### config.mk
export PLATFORM = sky130hd
export DESIGN_NAME = dev_subsys_top
export DESIGN_NICKNAME = d
export VERILOG_FILES = /design/src/hdl/soc_dev_pkg.sv /design/src/hdl/axil_if.sv /design/src/hdl/reset_stretch.sv /design/src/hdl/dev_decoder.sv /design/src/hdl/axil_dev_bridge.sv /design/src/hdl/spi_regs.sv /design/src/hdl/spi_shifter.sv /design/src/hdl/dev_subsys_top.sv
export SDC_FILE = /design/constraint.sdc
export NUM_CORES = 1
export LEC_CHECK = 0
export ABC_CLOCK_PERIOD_IN_PS = 2710
export BUFFER_PORTS_ARGS = -buffer_cell sky130_fd_sc_hd__buf_4
export CAP_MARGIN = 20
export CELL_PAD_IN_SITES_DETAIL_PLACEMENT = 1
export CELL_PAD_IN_SITES_GLOBAL_PLACEMENT = 1
export CORE_AREA = 4 4 123 102
export DETAILED_ROUTE_END_ITERATION = 10
export DIE_AREA = 0 0 127 106
export PLACE_DENSITY_LB_ADDON = 0.1
export SLEW_MARGIN = 20
export SYNTH_ARGS = -nofsm -noshare
export SYNTH_HDL_FRONTEND = slang
export SYNTH_SLANG_ARGS = --single-unit
### constraint.sdc
create_clock -name clk -period 2.71 [get_ports clk]
set_input_delay 0.1355 -clock clk [delete_from_list [all_inputs] [get_ports clk]]
set_output_delay 0.1355 -clock clk [all_outputs]
set_load 0.02 [all_outputs]
### src/hdl/soc_dev_pkg.sv
package soc_dev_pkg;

    // ------------------------------------------------------------------
    // bus widths
    localparam int DATA_W      = 32;  // device and axi data
    localparam int DEV_ADDR_W  = 32;
    localparam int AXIL_ADDR_W = 7;   // spi core register window
    localparam int RST_CYCLES  = 8;   // default reset stretch

    typedef logic [DEV_ADDR_W-1:0]  dev_addr_t;
    typedef logic [DATA_W-1:0]      dev_data_t;
    typedef logic [DATA_W/8-1:0]    dev_strb_t;
    typedef logic [AXIL_ADDR_W-1:0] axil_addr_t;
    typedef logic [1:0]             axil_resp_t;
    typedef logic [7:0]             spi_byte_t;

    // device map, top address byte
    localparam logic [7:0] SPI_TAG = 8'hC2;

    // spi controller register offsets
    localparam axil_addr_t REG_STATUS = 7'h00;  // bit 0 busy
    localparam axil_addr_t REG_DIV    = 7'h04;  // sck half period - 1
    localparam axil_addr_t REG_TXDATA = 7'h08;  // write starts a byte
    localparam axil_addr_t REG_RXDATA = 7'h0C;  // last received byte

    localparam axil_resp_t RESP_OKAY   = 2'b00;
    localparam axil_resp_t RESP_SLVERR = 2'b10;

    typedef enum logic [1:0] {BR_IDLE, BR_WRITE_WAIT, BR_READ_WAIT, BR_DONE} bridge_state_t;

endpackage

### src/hdl/axil_if.sv
`timescale 1ns/1ps

interface axil_if #(parameter int DATA_W = soc_dev_pkg::DATA_W);
    import soc_dev_pkg::*;

    // write address / data / response
    logic                awvalid;
    logic                awready;
    axil_addr_t          awaddr;
    logic                wvalid;
    logic                wready;
    logic [DATA_W-1:0]   wdata;
    logic [DATA_W/8-1:0] wstrb;
    logic                bvalid;
    logic                bready;
    axil_resp_t          bresp;
    // read address / data
    logic                arvalid;
    logic                arready;
    axil_addr_t          araddr;
    logic                rvalid;
    logic                rready;
    logic [DATA_W-1:0]   rdata;
    axil_resp_t          rresp;

    modport master (output awvalid, awaddr, wvalid, wdata, wstrb, bready, arvalid, araddr, rready,
                    input awready, wready, bvalid, bresp, arready, rvalid, rdata, rresp);
    modport slave (input awvalid, awaddr, wvalid, wdata, wstrb, bready, arvalid, araddr, rready,
                   output awready, wready, bvalid, bresp, arready, rvalid, rdata, rresp);

endinterface

### src/hdl/reset_stretch.sv
`timescale 1ns/1ps

module reset_stretch #(
    parameter int RST_CYCLES = soc_dev_pkg::RST_CYCLES
) (
    input  logic clk,
    input  logic rst,
    output logic core_rst_o
);

    localparam int CNT_W = $clog2(RST_CYCLES + 1);

    logic [CNT_W-1:0] rst_cnt;  // cycles of reset left

    always_ff @(posedge clk)
    begin
        if (rst)
            rst_cnt <= CNT_W'(RST_CYCLES);     // reload while system reset is up
        else if (rst_cnt != '0)
            rst_cnt <= rst_cnt - 1'b1;         // count down, stick at zero
    end

    assign core_rst_o = (rst_cnt != '0);

endmodule

### src/hdl/dev_decoder.sv
`timescale 1ns/1ps

module dev_decoder (
    input  logic                  clk,
    input  logic                  core_rst_i,
    input  logic                  dev_strobe_i,
    input  soc_dev_pkg::dev_addr_t dev_addr_i,
    output soc_dev_pkg::dev_data_t dev_dout_o,
    output logic                  dev_ready_o,
    output logic                  spi_req_o,
    input  logic                  spi_ready_i,
    input  soc_dev_pkg::dev_data_t spi_rdata_i
);
    import soc_dev_pkg::*;

    logic spi_sel;      // address falls in the spi window
    logic nomap_ready;  // dummy completion for unmapped space
    logic pending;      // an access is in flight

    // device select from the top address byte, held by the master until ready
    assign spi_sel   = (dev_addr_i[DEV_ADDR_W-1 -: 8] == SPI_TAG);
    assign spi_req_o = dev_strobe_i & spi_sel;

    always_ff @(posedge clk)
    begin
        if (core_rst_i)
            nomap_ready <= 1'b0;
        else
            nomap_ready <= dev_strobe_i & ~spi_sel;  // answer one cycle later
    end

    // response mux, unmapped reads come back as zero
    assign dev_ready_o = spi_ready_i | nomap_ready;
    assign dev_dout_o  = spi_sel ? spi_rdata_i : '0;

    always_ff @(posedge clk)
    begin
        if (core_rst_i)
            pending <= 1'b0;
        else if (dev_strobe_i)
            pending <= 1'b1;
        else if (dev_ready_o)
            pending <= 1'b0;
    end

    // a completion, whether from the bridge or the local responder, needs a request
    a_ready_has_access: assert property (@(posedge clk) disable iff (core_rst_i)
        dev_ready_o |-> pending);

endmodule

### src/hdl/axil_dev_bridge.sv
`timescale 1ns/1ps

module axil_dev_bridge #(
    parameter int DATA_W = soc_dev_pkg::DATA_W
) (
    input  logic                   clk,
    input  logic                   core_rst_i,
    input  logic                   spi_req_i,
    input  soc_dev_pkg::dev_addr_t dev_addr_i,
    input  logic                   dev_we_i,
    input  logic [DATA_W/8-1:0]    dev_be_i,
    input  logic [DATA_W-1:0]      dev_din_i,
    output logic                   spi_ready_o,
    output logic [DATA_W-1:0]      spi_rdata_o,
    axil_if.master                 m
);
    import soc_dev_pkg::*;

    bridge_state_t     state;
    logic [DATA_W-1:0] rdata_q;  // read data held for the device bus

    // ------------------------------------------------------------------
    // control fsm, one access at a time
    always_ff @(posedge clk)
    begin
        if (core_rst_i)
        begin
            state     <= BR_IDLE;
            m.awvalid <= 1'b0;
            m.wvalid  <= 1'b0;
            m.bready  <= 1'b0;
            m.arvalid <= 1'b0;
            m.rready  <= 1'b0;
        end
        else
        begin
            case (state)
                BR_IDLE:
                begin
                    if (spi_req_i && dev_we_i)
                    begin
                        m.awvalid <= 1'b1;  // aw and w go out together
                        m.wvalid  <= 1'b1;
                        m.bready  <= 1'b1;
                        state     <= BR_WRITE_WAIT;
                    end
                    else if (spi_req_i)
                    begin
                        m.arvalid <= 1'b1;
                        m.rready  <= 1'b1;
                        state     <= BR_READ_WAIT;
                    end
                end
                BR_WRITE_WAIT:
                begin
                    if (m.awvalid && m.awready)
                        m.awvalid <= 1'b0;
                    if (m.wvalid && m.wready)
                        m.wvalid <= 1'b0;
                    if (m.bvalid && m.bready)
                    begin
                        m.bready <= 1'b0;  // response taken
                        state    <= BR_DONE;
                    end
                end
                BR_READ_WAIT:
                begin
                    if (m.arvalid && m.arready)
                        m.arvalid <= 1'b0;
                    if (m.rvalid && m.rready)
                    begin
                        m.rready <= 1'b0;
                        state    <= BR_DONE;
                    end
                end
                default:
                    state <= BR_IDLE;  // done lasts one cycle
            endcase
        end
    end

    // ------------------------------------------------------------------
    // request payload, captured with the strobe
    always_ff @(posedge clk)
    begin
        if (state == BR_IDLE && spi_req_i)
        begin
            m.awaddr <= dev_addr_i[AXIL_ADDR_W-1:0];
            m.araddr <= dev_addr_i[AXIL_ADDR_W-1:0];
            m.wdata  <= dev_din_i;
            m.wstrb  <= dev_be_i;
        end
        if (m.rvalid && m.rready)
            rdata_q <= m.rdata;
    end

    assign spi_ready_o = (state == BR_DONE);  // one cycle after b or r handshake
    assign spi_rdata_o = rdata_q;

    // valid and payload hold under back-pressure from the slave
    a_aw_stable: assert property (@(posedge clk) disable iff (core_rst_i)
        m.awvalid && !m.awready |=> m.awvalid && $stable(m.awaddr));
    a_w_stable: assert property (@(posedge clk) disable iff (core_rst_i)
        m.wvalid && !m.wready |=> m.wvalid && $stable(m.wdata) && $stable(m.wstrb));
    a_ar_stable: assert property (@(posedge clk) disable iff (core_rst_i)
        m.arvalid && !m.arready |=> m.arvalid && $stable(m.araddr));
    // the decoder must not issue while an access is still open
    a_req_when_idle: assert property (@(posedge clk) disable iff (core_rst_i)
        spi_req_i |-> state == BR_IDLE);

endmodule

### src/hdl/spi_regs.sv
`timescale 1ns/1ps

module spi_regs #(
    parameter int DATA_W = soc_dev_pkg::DATA_W
) (
    input  logic                   clk,
    input  logic                   core_rst_i,
    axil_if.slave                  s,
    output logic                   start_o,
    output soc_dev_pkg::spi_byte_t tx_byte_o,
    output soc_dev_pkg::spi_byte_t div_o,
    input  logic                   busy_i,
    input  soc_dev_pkg::spi_byte_t rx_byte_i,
    input  logic                   done_i
);
    import soc_dev_pkg::*;

    logic      wr_accept;  // aw and w taken in the same cycle
    logic      rd_accept;
    spi_byte_t div_q;
    spi_byte_t tx_q;
    spi_byte_t rx_q;
    logic      start_q;

    assign wr_accept = s.awvalid & s.wvalid & ~s.bvalid;
    assign s.awready = wr_accept;
    assign s.wready  = wr_accept;
    assign s.arready = ~s.rvalid;  // one read in flight
    assign rd_accept = s.arvalid & s.arready;

    // ------------------------------------------------------------------
    // write path
    always_ff @(posedge clk)
    begin
        if (core_rst_i)
        begin
            s.bvalid <= 1'b0;
            div_q    <= '0;
            start_q  <= 1'b0;
        end
        else
        begin
            start_q <= 1'b0;  // single cycle pulse
            if (wr_accept)
                s.bvalid <= 1'b1;
            else if (s.bready)
                s.bvalid <= 1'b0;
            if (wr_accept && s.awaddr == REG_DIV && s.wstrb[0])
                div_q <= s.wdata[7:0];
            // txdata while busy is dropped
            if (wr_accept && s.awaddr == REG_TXDATA && s.wstrb[0] && !busy_i && !start_q)
                start_q <= 1'b1;
        end
    end

    always_ff @(posedge clk)
    begin
        if (wr_accept && s.awaddr == REG_TXDATA && s.wstrb[0] && !busy_i && !start_q)
            tx_q <= s.wdata[7:0];
        if (wr_accept)
            s.bresp <= (s.awaddr > REG_RXDATA || s.awaddr[1:0] != 2'b00) ? RESP_SLVERR : RESP_OKAY;
        if (done_i)
            rx_q <= rx_byte_i;  // keep the last received byte
    end

    // ------------------------------------------------------------------
    // read path, data one cycle after ar
    always_ff @(posedge clk)
    begin
        if (core_rst_i)
            s.rvalid <= 1'b0;
        else if (rd_accept)
            s.rvalid <= 1'b1;
        else if (s.rready)
            s.rvalid <= 1'b0;
    end

    always_ff @(posedge clk)
    begin
        if (rd_accept)
        begin
            s.rresp <= RESP_OKAY;
            case (s.araddr)
                REG_STATUS: s.rdata <= {{(DATA_W-1){1'b0}}, busy_i};
                REG_DIV:    s.rdata <= {{(DATA_W-8){1'b0}}, div_q};
                REG_TXDATA: s.rdata <= {{(DATA_W-8){1'b0}}, tx_q};
                REG_RXDATA: s.rdata <= {{(DATA_W-8){1'b0}}, rx_q};
                default:
                begin
                    s.rdata <= '0;  // hole in the map
                    s.rresp <= RESP_SLVERR;
                end
            endcase
        end
    end

    assign start_o   = start_q;
    assign tx_byte_o = tx_q;
    assign div_o     = div_q;

endmodule

### src/hdl/spi_shifter.sv
`timescale 1ns/1ps

module spi_shifter (
    input  logic                   clk,
    input  logic                   core_rst_i,
    input  logic                   start_i,
    input  soc_dev_pkg::spi_byte_t tx_byte_i,
    input  soc_dev_pkg::spi_byte_t div_i,
    output logic                   busy_o,
    output soc_dev_pkg::spi_byte_t rx_byte_o,
    output logic                   done_o,
    output logic                   spi_sck_o,
    output logic                   spi_mosi_o,
    input  logic                   spi_miso_i,
    output logic                   spi_ss_o
);
    import soc_dev_pkg::*;

    logic      busy_q;
    logic      sck_q;
    logic      done_q;
    spi_byte_t div_l;     // divider frozen for the byte
    spi_byte_t div_cnt;
    logic [3:0] edge_cnt; // 16 sck edges per byte
    spi_byte_t tx_sr;
    spi_byte_t rx_sr;

    always_ff @(posedge clk)
    begin
        if (core_rst_i)
        begin
            busy_q   <= 1'b0;
            sck_q    <= 1'b0;   // mode 0 idles low
            done_q   <= 1'b0;
            div_cnt  <= '0;
            edge_cnt <= '0;
        end
        else
        begin
            done_q <= 1'b0;
            if (!busy_q && start_i)
            begin
                busy_q   <= 1'b1;
                div_cnt  <= '0;
                edge_cnt <= '0;
            end
            else if (busy_q && div_cnt == div_l)
            begin
                div_cnt  <= '0;
                sck_q    <= ~sck_q;
                edge_cnt <= edge_cnt + 1'b1;
                if (edge_cnt == 4'd15)
                begin
                    busy_q <= 1'b0;  // last falling edge ends the byte
                    done_q <= 1'b1;
                end
            end
            else if (busy_q)
                div_cnt <= div_cnt + 1'b1;
        end
    end

    // shift registers, msb first
    always_ff @(posedge clk)
    begin
        if (!busy_q && start_i)
        begin
            tx_sr <= tx_byte_i;
            div_l <= div_i;
        end
        else if (busy_q && div_cnt == div_l && !sck_q)
            rx_sr <= {rx_sr[6:0], spi_miso_i};  // sample on rising sck
        else if (busy_q && div_cnt == div_l)
            tx_sr <= {tx_sr[6:0], 1'b0};        // next bit on falling sck
    end

    assign busy_o     = busy_q;
    assign done_o     = done_q;
    assign rx_byte_o  = rx_sr;
    assign spi_sck_o  = sck_q;
    assign spi_mosi_o = busy_q & tx_sr[7];
    assign spi_ss_o   = ~busy_q;  // low for the whole byte

    // register block must hold off txdata until the byte is out
    a_no_start_busy: assert property (@(posedge clk) disable iff (core_rst_i)
        start_i |-> !busy_o);

endmodule

### src/hdl/dev_subsys_top.sv
`timescale 1ns/1ps

module dev_subsys_top #(
    parameter int RST_CYCLES = soc_dev_pkg::RST_CYCLES,
    parameter int DATA_W     = soc_dev_pkg::DATA_W
) (
    input  logic                   clk,
    input  logic                   rst,
    // device bus
    input  logic                   dev_strobe_i,
    input  soc_dev_pkg::dev_addr_t dev_addr_i,
    input  logic                   dev_we_i,
    input  soc_dev_pkg::dev_strb_t dev_be_i,
    input  soc_dev_pkg::dev_data_t dev_din_i,
    output soc_dev_pkg::dev_data_t dev_dout_o,
    output logic                   dev_ready_o,
    // sd card
    output logic                   spi_sck_o,
    output logic                   spi_mosi_o,
    input  logic                   spi_miso_i,
    output logic                   spi_ss_o
);
    import soc_dev_pkg::*;

    logic      core_rst;
    logic      spi_req;
    logic      spi_ready;
    dev_data_t spi_rdata;
    logic      start;
    spi_byte_t tx_byte;
    spi_byte_t div;
    logic      busy;
    spi_byte_t rx_byte;
    logic      done;

    axil_if #(.DATA_W(DATA_W)) u_axil ();

    // ------------------------------------------------------------------
    reset_stretch #(.RST_CYCLES(RST_CYCLES)) u_reset_stretch (
        .clk(clk), .rst(rst), .core_rst_o(core_rst)
    );

    dev_decoder u_dev_decoder (
        .clk(clk), .core_rst_i(core_rst), .dev_strobe_i(dev_strobe_i), .dev_addr_i(dev_addr_i),
        .dev_dout_o(dev_dout_o), .dev_ready_o(dev_ready_o), .spi_req_o(spi_req),
        .spi_ready_i(spi_ready), .spi_rdata_i(spi_rdata)
    );

    axil_dev_bridge #(.DATA_W(DATA_W)) u_axil_dev_bridge (
        .clk(clk), .core_rst_i(core_rst), .spi_req_i(spi_req), .dev_addr_i(dev_addr_i),
        .dev_we_i(dev_we_i), .dev_be_i(dev_be_i), .dev_din_i(dev_din_i),
        .spi_ready_o(spi_ready), .spi_rdata_o(spi_rdata), .m(u_axil.master)
    );

    spi_regs #(.DATA_W(DATA_W)) u_spi_regs (
        .clk(clk), .core_rst_i(core_rst), .s(u_axil.slave), .start_o(start),
        .tx_byte_o(tx_byte), .div_o(div), .busy_i(busy), .rx_byte_i(rx_byte), .done_i(done)
    );

    spi_shifter u_spi_shifter (
        .clk(clk), .core_rst_i(core_rst), .start_i(start), .tx_byte_i(tx_byte), .div_i(div),
        .busy_o(busy), .rx_byte_o(rx_byte), .done_o(done), .spi_sck_o(spi_sck_o),
        .spi_mosi_o(spi_mosi_o), .spi_miso_i(spi_miso_i), .spi_ss_o(spi_ss_o)
    );

endmodule

==> results.md, run 1 <==
* Post-Syn Area at 0.00467 mm^2
* First-pass GRT wire length at 16.3 mm
* Number of I/O pins at 109
* Chip height at 106 um
* Synth top area share at 0.463
* TritonRoute pass-1 iters at 4
* Worst-path cell chain: xor2_2, or3_4, or4_4, inv_1
* FILL cells at 1,205
* Clock latency on the worst-skew pair at 0.34 ns
* Global placement routability congestion at 0.764
* RSZ-0062 raised after global routing: no
* Post-layout min period at 2.16 ns
* Worst-Margin Slew at 0.700 ns
* Area growth from synthesis to layout at 18.5%
* Ranking of synthesized cells by area: edfxtp_1, dfxtp_1, buf_4
* Largest net degree at the start of global routing at 22
* Slowest cell on the critical path: or4_4
* Chip Width at 127 um
* FFs w/ async S/R, synth at 0
* Hold Crit Class: in -> reg
* Final Hold Vio Count at 0
* Slew HR at 0.532
* Critical path fanouts, max at 8
* Worst-path clk slew at 0.07 ns
* CTS sink cnt at 110
* Post-CTS sizing at 0
* Antenna violations before repair at 0
* Reg2Reg Setup Slack at 0.55 ns
* Syn. warnings at 0
* Remaining DRCs at 0
* Endpoint type of the worst setup path: flip-flop
* Post-route clock period utilization at 0.797
* EDFF count, synth at 72
* Avg Synthesized Cell Area at 12.3 um^2
* WS Path Type: reg -> reg
* Top cells by count, synth: edfxtp_1, nand2_1, dfxtp_1
* Synth Flop Type: edfxtp_1
* DP Wirelength at 7.34 mm
* CP arrival at 2.17 ns
* TNS Setup at 0 ns
* Gate count after technology mapping at 378
* H-tree depth at 3
* VDD IR max at 0.345 mV
* Die area at 0.0135 mm^2
* Worst EP required at 2.72 ns
* DR vias/cell at 4.98
* Maximum clock frequency at 463 MHz
* Most frequent cell after synthesis: edfxtp_1
* Post-route ant nets at 0
* IO buf count at 40
* Starting Density at 0.413
* Worst path bufs/invs at 1
* Initial DRC count at 122
* CTS max path bufs at 2
* Routed WL at 9.93 mm
* Wirelength per Cell at 16.6 um
* Cell Pwr Density at 617 mW/mm^2
* Synth cell types at 55
* Postcts setup bufs at 0
* Lkg Pwr at 2.09 nW
* Vias at 2,978
* Crit-path max cell delay at 0.51 ns
* GRT Resource Usage Total at 0.155
* CTS tree: yes
* Post-synthesis sequential area ratio at 0.626
* Layout cells sized above 1 at 0.176
* Ant diodes at 0
* Final Core Density at 0.490
* # rows at 35
* Clock skew at 0.00796 ns
* Total power at 3.41 mW
* Number of global-route vias before repair at 3,154
* Outcome: completed
* Seq cells post-synth at 110
* Final setup fails at 0
* Slew Viols, Final at 0
* Post-layout nets at 526
* Hold buffers post-CTS at 18
* Core footprint at 0.0113 mm^2
* Grt total ovfl at 0
* Root Driver: clkbuf_16
* Total of max-cap violations at 0
* Total CTS buffers at 9
* Synth area leader: edfxtp_1
* Crit path launch type: flip-flop
* Crit-path leading delay family: simple AND/OR/NAND/NOR gates
[worst reg2reg max path: cells and delay by family (launching register included)]
family	cells	cell delay (ns)
DFF	1	0.48
buffers and inverters	1	0.29
and+or+nand+nor	2	0.93
xor gates and xnor gates	1	0.13
[area by class of cell]
| cell class | instances | area [um^2] | share of cell area |
|---|---|---|---|
| clock buffers | 12 | 258 | 0.0466 |
| flip-flops and latches | 110 | 2920 | 0.528 |
| clock inverters | 4 | 30.0 | 0.00543 |
| multi-input cells | 243 | 1530 | 0.277 |
| repair buffers | 68 | 556 | 0.100 |
| well taps | 148 | 185 | 0.0335 |
| inverters | 13 | 48.8 | 0.00882 |
[metal layers]
layer	track usage	vias up	routed length (um)
met2	0.249	67	4650
met5	0	-	0
li1	-	1456	-
met4	0.0467	0	109
met1	0.211	1444	4770
met3	0.0352	11	401
[cells by family (layout without fill, tap and decap cells)]
logic type                 Yosys count  in the layout  synth area share
AOI/OAI and AO/OA                   51             51            0.0756
muxes                               13             13            0.0282
adders and majority gates            8              8            0.0214
and+or+nand+nor                    130            130             0.150
other                                1             24          0.000804
buffers and inverters               48             97            0.0641
xor gates and xnor gates            17             17            0.0335
DFF                                110            110             0.626
[power by group]
part           total (mW)  internal, mW  leakage, nW  switching, mW
clock network        1.27         0.686        0.139          0.585
registers            1.82          1.80        0.980         0.0226
logic               0.323         0.140        0.967          0.183
total                3.41          2.62         2.09          0.791
[metrics by stage]
stage	instance area (um^2)	setup slack, ns	hold slack (ns)	instances
after detailed placement	5060	0.544	0.316	564
after CTS	5530	0.533	0.0741	598
final	5530	0.549	0.0830	598
after global routing	5530	0.460	0.0787	598
after global placement	5060	0.577	0.314	564
after floorplan	4750	0.746	0.208	401
[placed cells by master (no fill, tap or decap), drive strengths merged, types with 15 or more instances in the layout]
| cell type | synthesis | final |
|---|---|---|
| nor2 | 15 | 15 |
| dlygate4sd3 | 0 | 18 |
| a21oi | 15 | 15 |
| nand2 | 46 | 46 |
| conb | 1 | 24 |
| buf | 32 | 50 |
| inv | 13 | 15 |
| edfxtp | 72 | 72 |
| dfxtp | 38 | 38 |
[final timing paths]
| path | start | end | cells past startpoint |
|---|---|---|---|
| max | u_spi_shifter.div_cnt[1] | u_spi_shifter.rx_byte_o[6] | 4 |
| min | dev_strobe_i | u_dev_decoder.nomap_ready | 2 |
| max reg2reg | u_spi_shifter.div_cnt[1] | u_spi_shifter.rx_byte_o[6] | 4 |
| min reg2reg | u_spi_regs.s.rdata[3] | u_axil_dev_bridge.spi_rdata_o[3] | 0 |
No activity file was read; power rests on OpenSTA's default activity.
==> run 2, diff against run 1 <==
Settings changed: ABC_CLOCK_PERIOD_IN_PS 2710 to 2100.
Clock period 2.71 ns to 2.1 ns, I/O delays scaled along.
==> results.md, run 2 (synthesized netlist as in run 1, its figures left out) <==
* Number of I/O pins at 109 (unchanged)
* Final setup fails at 0 (unchanged)
* Slew Viols, Final at 0 (unchanged)
* Clock power share at 0.391 (+0.019)
* Sequential power share at 0.514 (-0.019)
* GRT Resource Usage Total at 0.157 (+0.00207)
* Worst-Margin Slew at 0.676 ns (-0.0241 ns)
* Met3 global-route usage at 0.0427 (+0.00753)
* Commonest non-fill, non-tap cell in the layout: edfxtp_1
* CTS sink cnt at 110 (unchanged)
* Hold Crit Class: in -> reg
* Number of global-route vias before repair at 3,001 (-4.9%)
* Vias at 2,964 (-0.47%)
* Antenna violations before repair at 0 (unchanged)
* Final Hold Vio Count at 0 (unchanged)
* Root Driver: clkbuf_16
* Clock latency on the worst-skew pair at 0.35 ns (about the same)
* DP Wirelength at 7.53 mm (+2.7%)
* Post-layout min period at 2.03 ns (-0.133 ns)
* Postcts setup bufs at 0 (unchanged)
* Post-route ant nets at 0 (unchanged)
* Routed WL at 10.2 mm (+2.5%)
* Internal Power at 3.53 mW (+35%)
* Global placement routability congestion at 0.798 (+4.5%)
* Maximum clock frequency at 493 MHz (+6.5%)
* H-tree depth at 3 (unchanged)
* Initial DRC count at 205 (+68%)
* Most frequent cells in the layout: edfxtp_1, buf_4, nand2_1, dfxtp_1, conb_1
* Post-layout nets at 536 (+1.9%)
* Sw Share at 0.225 (-0.00638)
* Die area at 0.0135 mm^2 (unchanged)
* Fin Hold WS at 0.0412 ns (-0.0418 ns)
* Ant diodes at 0 (unchanged)
* Cell Pwr Density at 804 mW/mm^2 (+30%)
* Largest net degree at the start of global routing at 22 (unchanged)
* GR peak layer: met2
* TritonRoute pass-1 iters at 4 (unchanged)
* Wirelength per Cell at 16.7 um (+0.84%)
* Clock skew at 0.00880 ns (+0.000837 ns)
* FILL cells at 1,180 (-2.1%)
* WS Path Type: reg -> reg
* Starting Density at 0.413 (unchanged)
* Switching power at 1.03 mW (+30%)
* Endpoint type of the worst setup path: flip-flop
* Grt met2 use at 0.241 (-0.00793)
* Hold buffers post-CTS at 18 (unchanged)
* Core footprint at 0.0113 mm^2 (unchanged)
* Total CTS buffers at 9 (unchanged)
* Layout cells sized above 1 at 0.198 (+0.0223)
* Gate power share at 0.095 (about the same)
* IO buf count at 40 (unchanged)
* Area growth from synthesis to layout at 21.6%
* M1 GR Usage at 0.221 (+0.0103)
* CTS tree: yes
* Crit path launch type: flip-flop
* Post-route clock period utilization at 0.966 (+0.168)
* Total of max-cap violations at 0 (unchanged)
* CP arrival at 2.09 ns (-0.08 ns)
* Worst EP required at 2.16 ns (-0.56 ns)
* CTS max path bufs at 2 (unchanged)
* # rows at 35 (unchanged)
* Grt total ovfl at 0 (unchanged)
* First-pass GRT wire length at 16.2 mm (-0.30%)
* VDD IR max at 0.498 mV (+44%)
* Outcome: completed
* TNS Setup at 0 ns (unchanged)
* Chip height at 106 um (unchanged)
* Remaining DRCs at 0 (unchanged)
* Slew HR at 0.548 (+0.0161)
* Critical path fanouts, max at 8 (unchanged)
* RSZ-0062 raised after global routing: no
* Post-CTS sizing at 0 (unchanged)
* Chip Width at 127 um (unchanged)
* Lkg Pwr at 2.17 nW (+3.9%)
* DR vias/cell at 4.88 (-2.1%)
* Worst-path clk slew at 0.07 ns (about the same)
[run 2: worst max-delay path: stages (launching register included)]
cell and delay [ns]:
edfxtp_1 0.39, xor2_1 0.18, or3_4 0.39, or4_4 0.52, inv_1 0.12, buf_12 0.13
[run 2: power groups by stage]
| stage | logic [mW] | registers [mW] | clock network (mW) |
|---|---|---|---|
| final | 0.432 | 2.35 | 1.78 |
| after global routing | 0.476 | 2.35 | 1.94 |
| after CTS | 0.433 | 2.35 | 1.83 |
| after detailed placement | 0.407 | 2.40 | 0 |
| after global placement | 0.396 | 2.39 | 0 |
| after floorplan | 0.303 | 2.39 | 0 |
[run 2: metal layers]
layer	vias up	routed length [um]	part of all wire
met5	-	0	0
met4	0	93	0.0091
met3	7	434	0.043
met2	65	4570	0.45
met1	1412	5090	0.50
li1	1480	-	-
[run 2: final timing paths]
check | startpoint | endpoint | cells past startpoint | slack, ns
hold reg to reg | u_spi_shifter.rx_byte_o[7] | u_spi_regs.rx_q[7] | 0 | 0.42
setup reg to reg | u_spi_shifter.div_l[3] | u_spi_shifter.rx_byte_o[2] | 5 | 0.07
setup / recovery | u_spi_shifter.div_l[3] | u_spi_shifter.rx_byte_o[2] | 5 | 0.07
hold / removal | dev_strobe_i | u_dev_decoder.nomap_ready | 2 | 0.04
[run 2: final cells by class]
class	count	area (um^2)	share of cell area
inverter	13	48.8	0.00860
multi-input combinational	243	1530	0.270
sequential	110	2920	0.515
timing repair buffer	78	668	0.118
clock inverter	5	53.8	0.00948
tap	148	185	0.0326
clock buffer	11	264	0.0465
[run 2: stage by stage]
| step | total power [mW] | area (um^2) | setup WS [ns] | std cells | utilization |
|---|---|---|---|---|---|
| after global placement | 2.79 | 5180 | 0.102 | 574 | 0.458 |
| final | 4.56 | 5670 | 0.0715 | 608 | 0.502 |
| after floorplan | 2.69 | 4750 | 0.136 | 401 | - |
| after global routing | 4.77 | 5670 | 0.0361 | 608 | 0.502 |
| after detailed placement | 2.80 | 5180 | 0.0882 | 574 | 0.458 |
| after CTS | 4.61 | 5670 | 0.0645 | 608 | 0.502 |
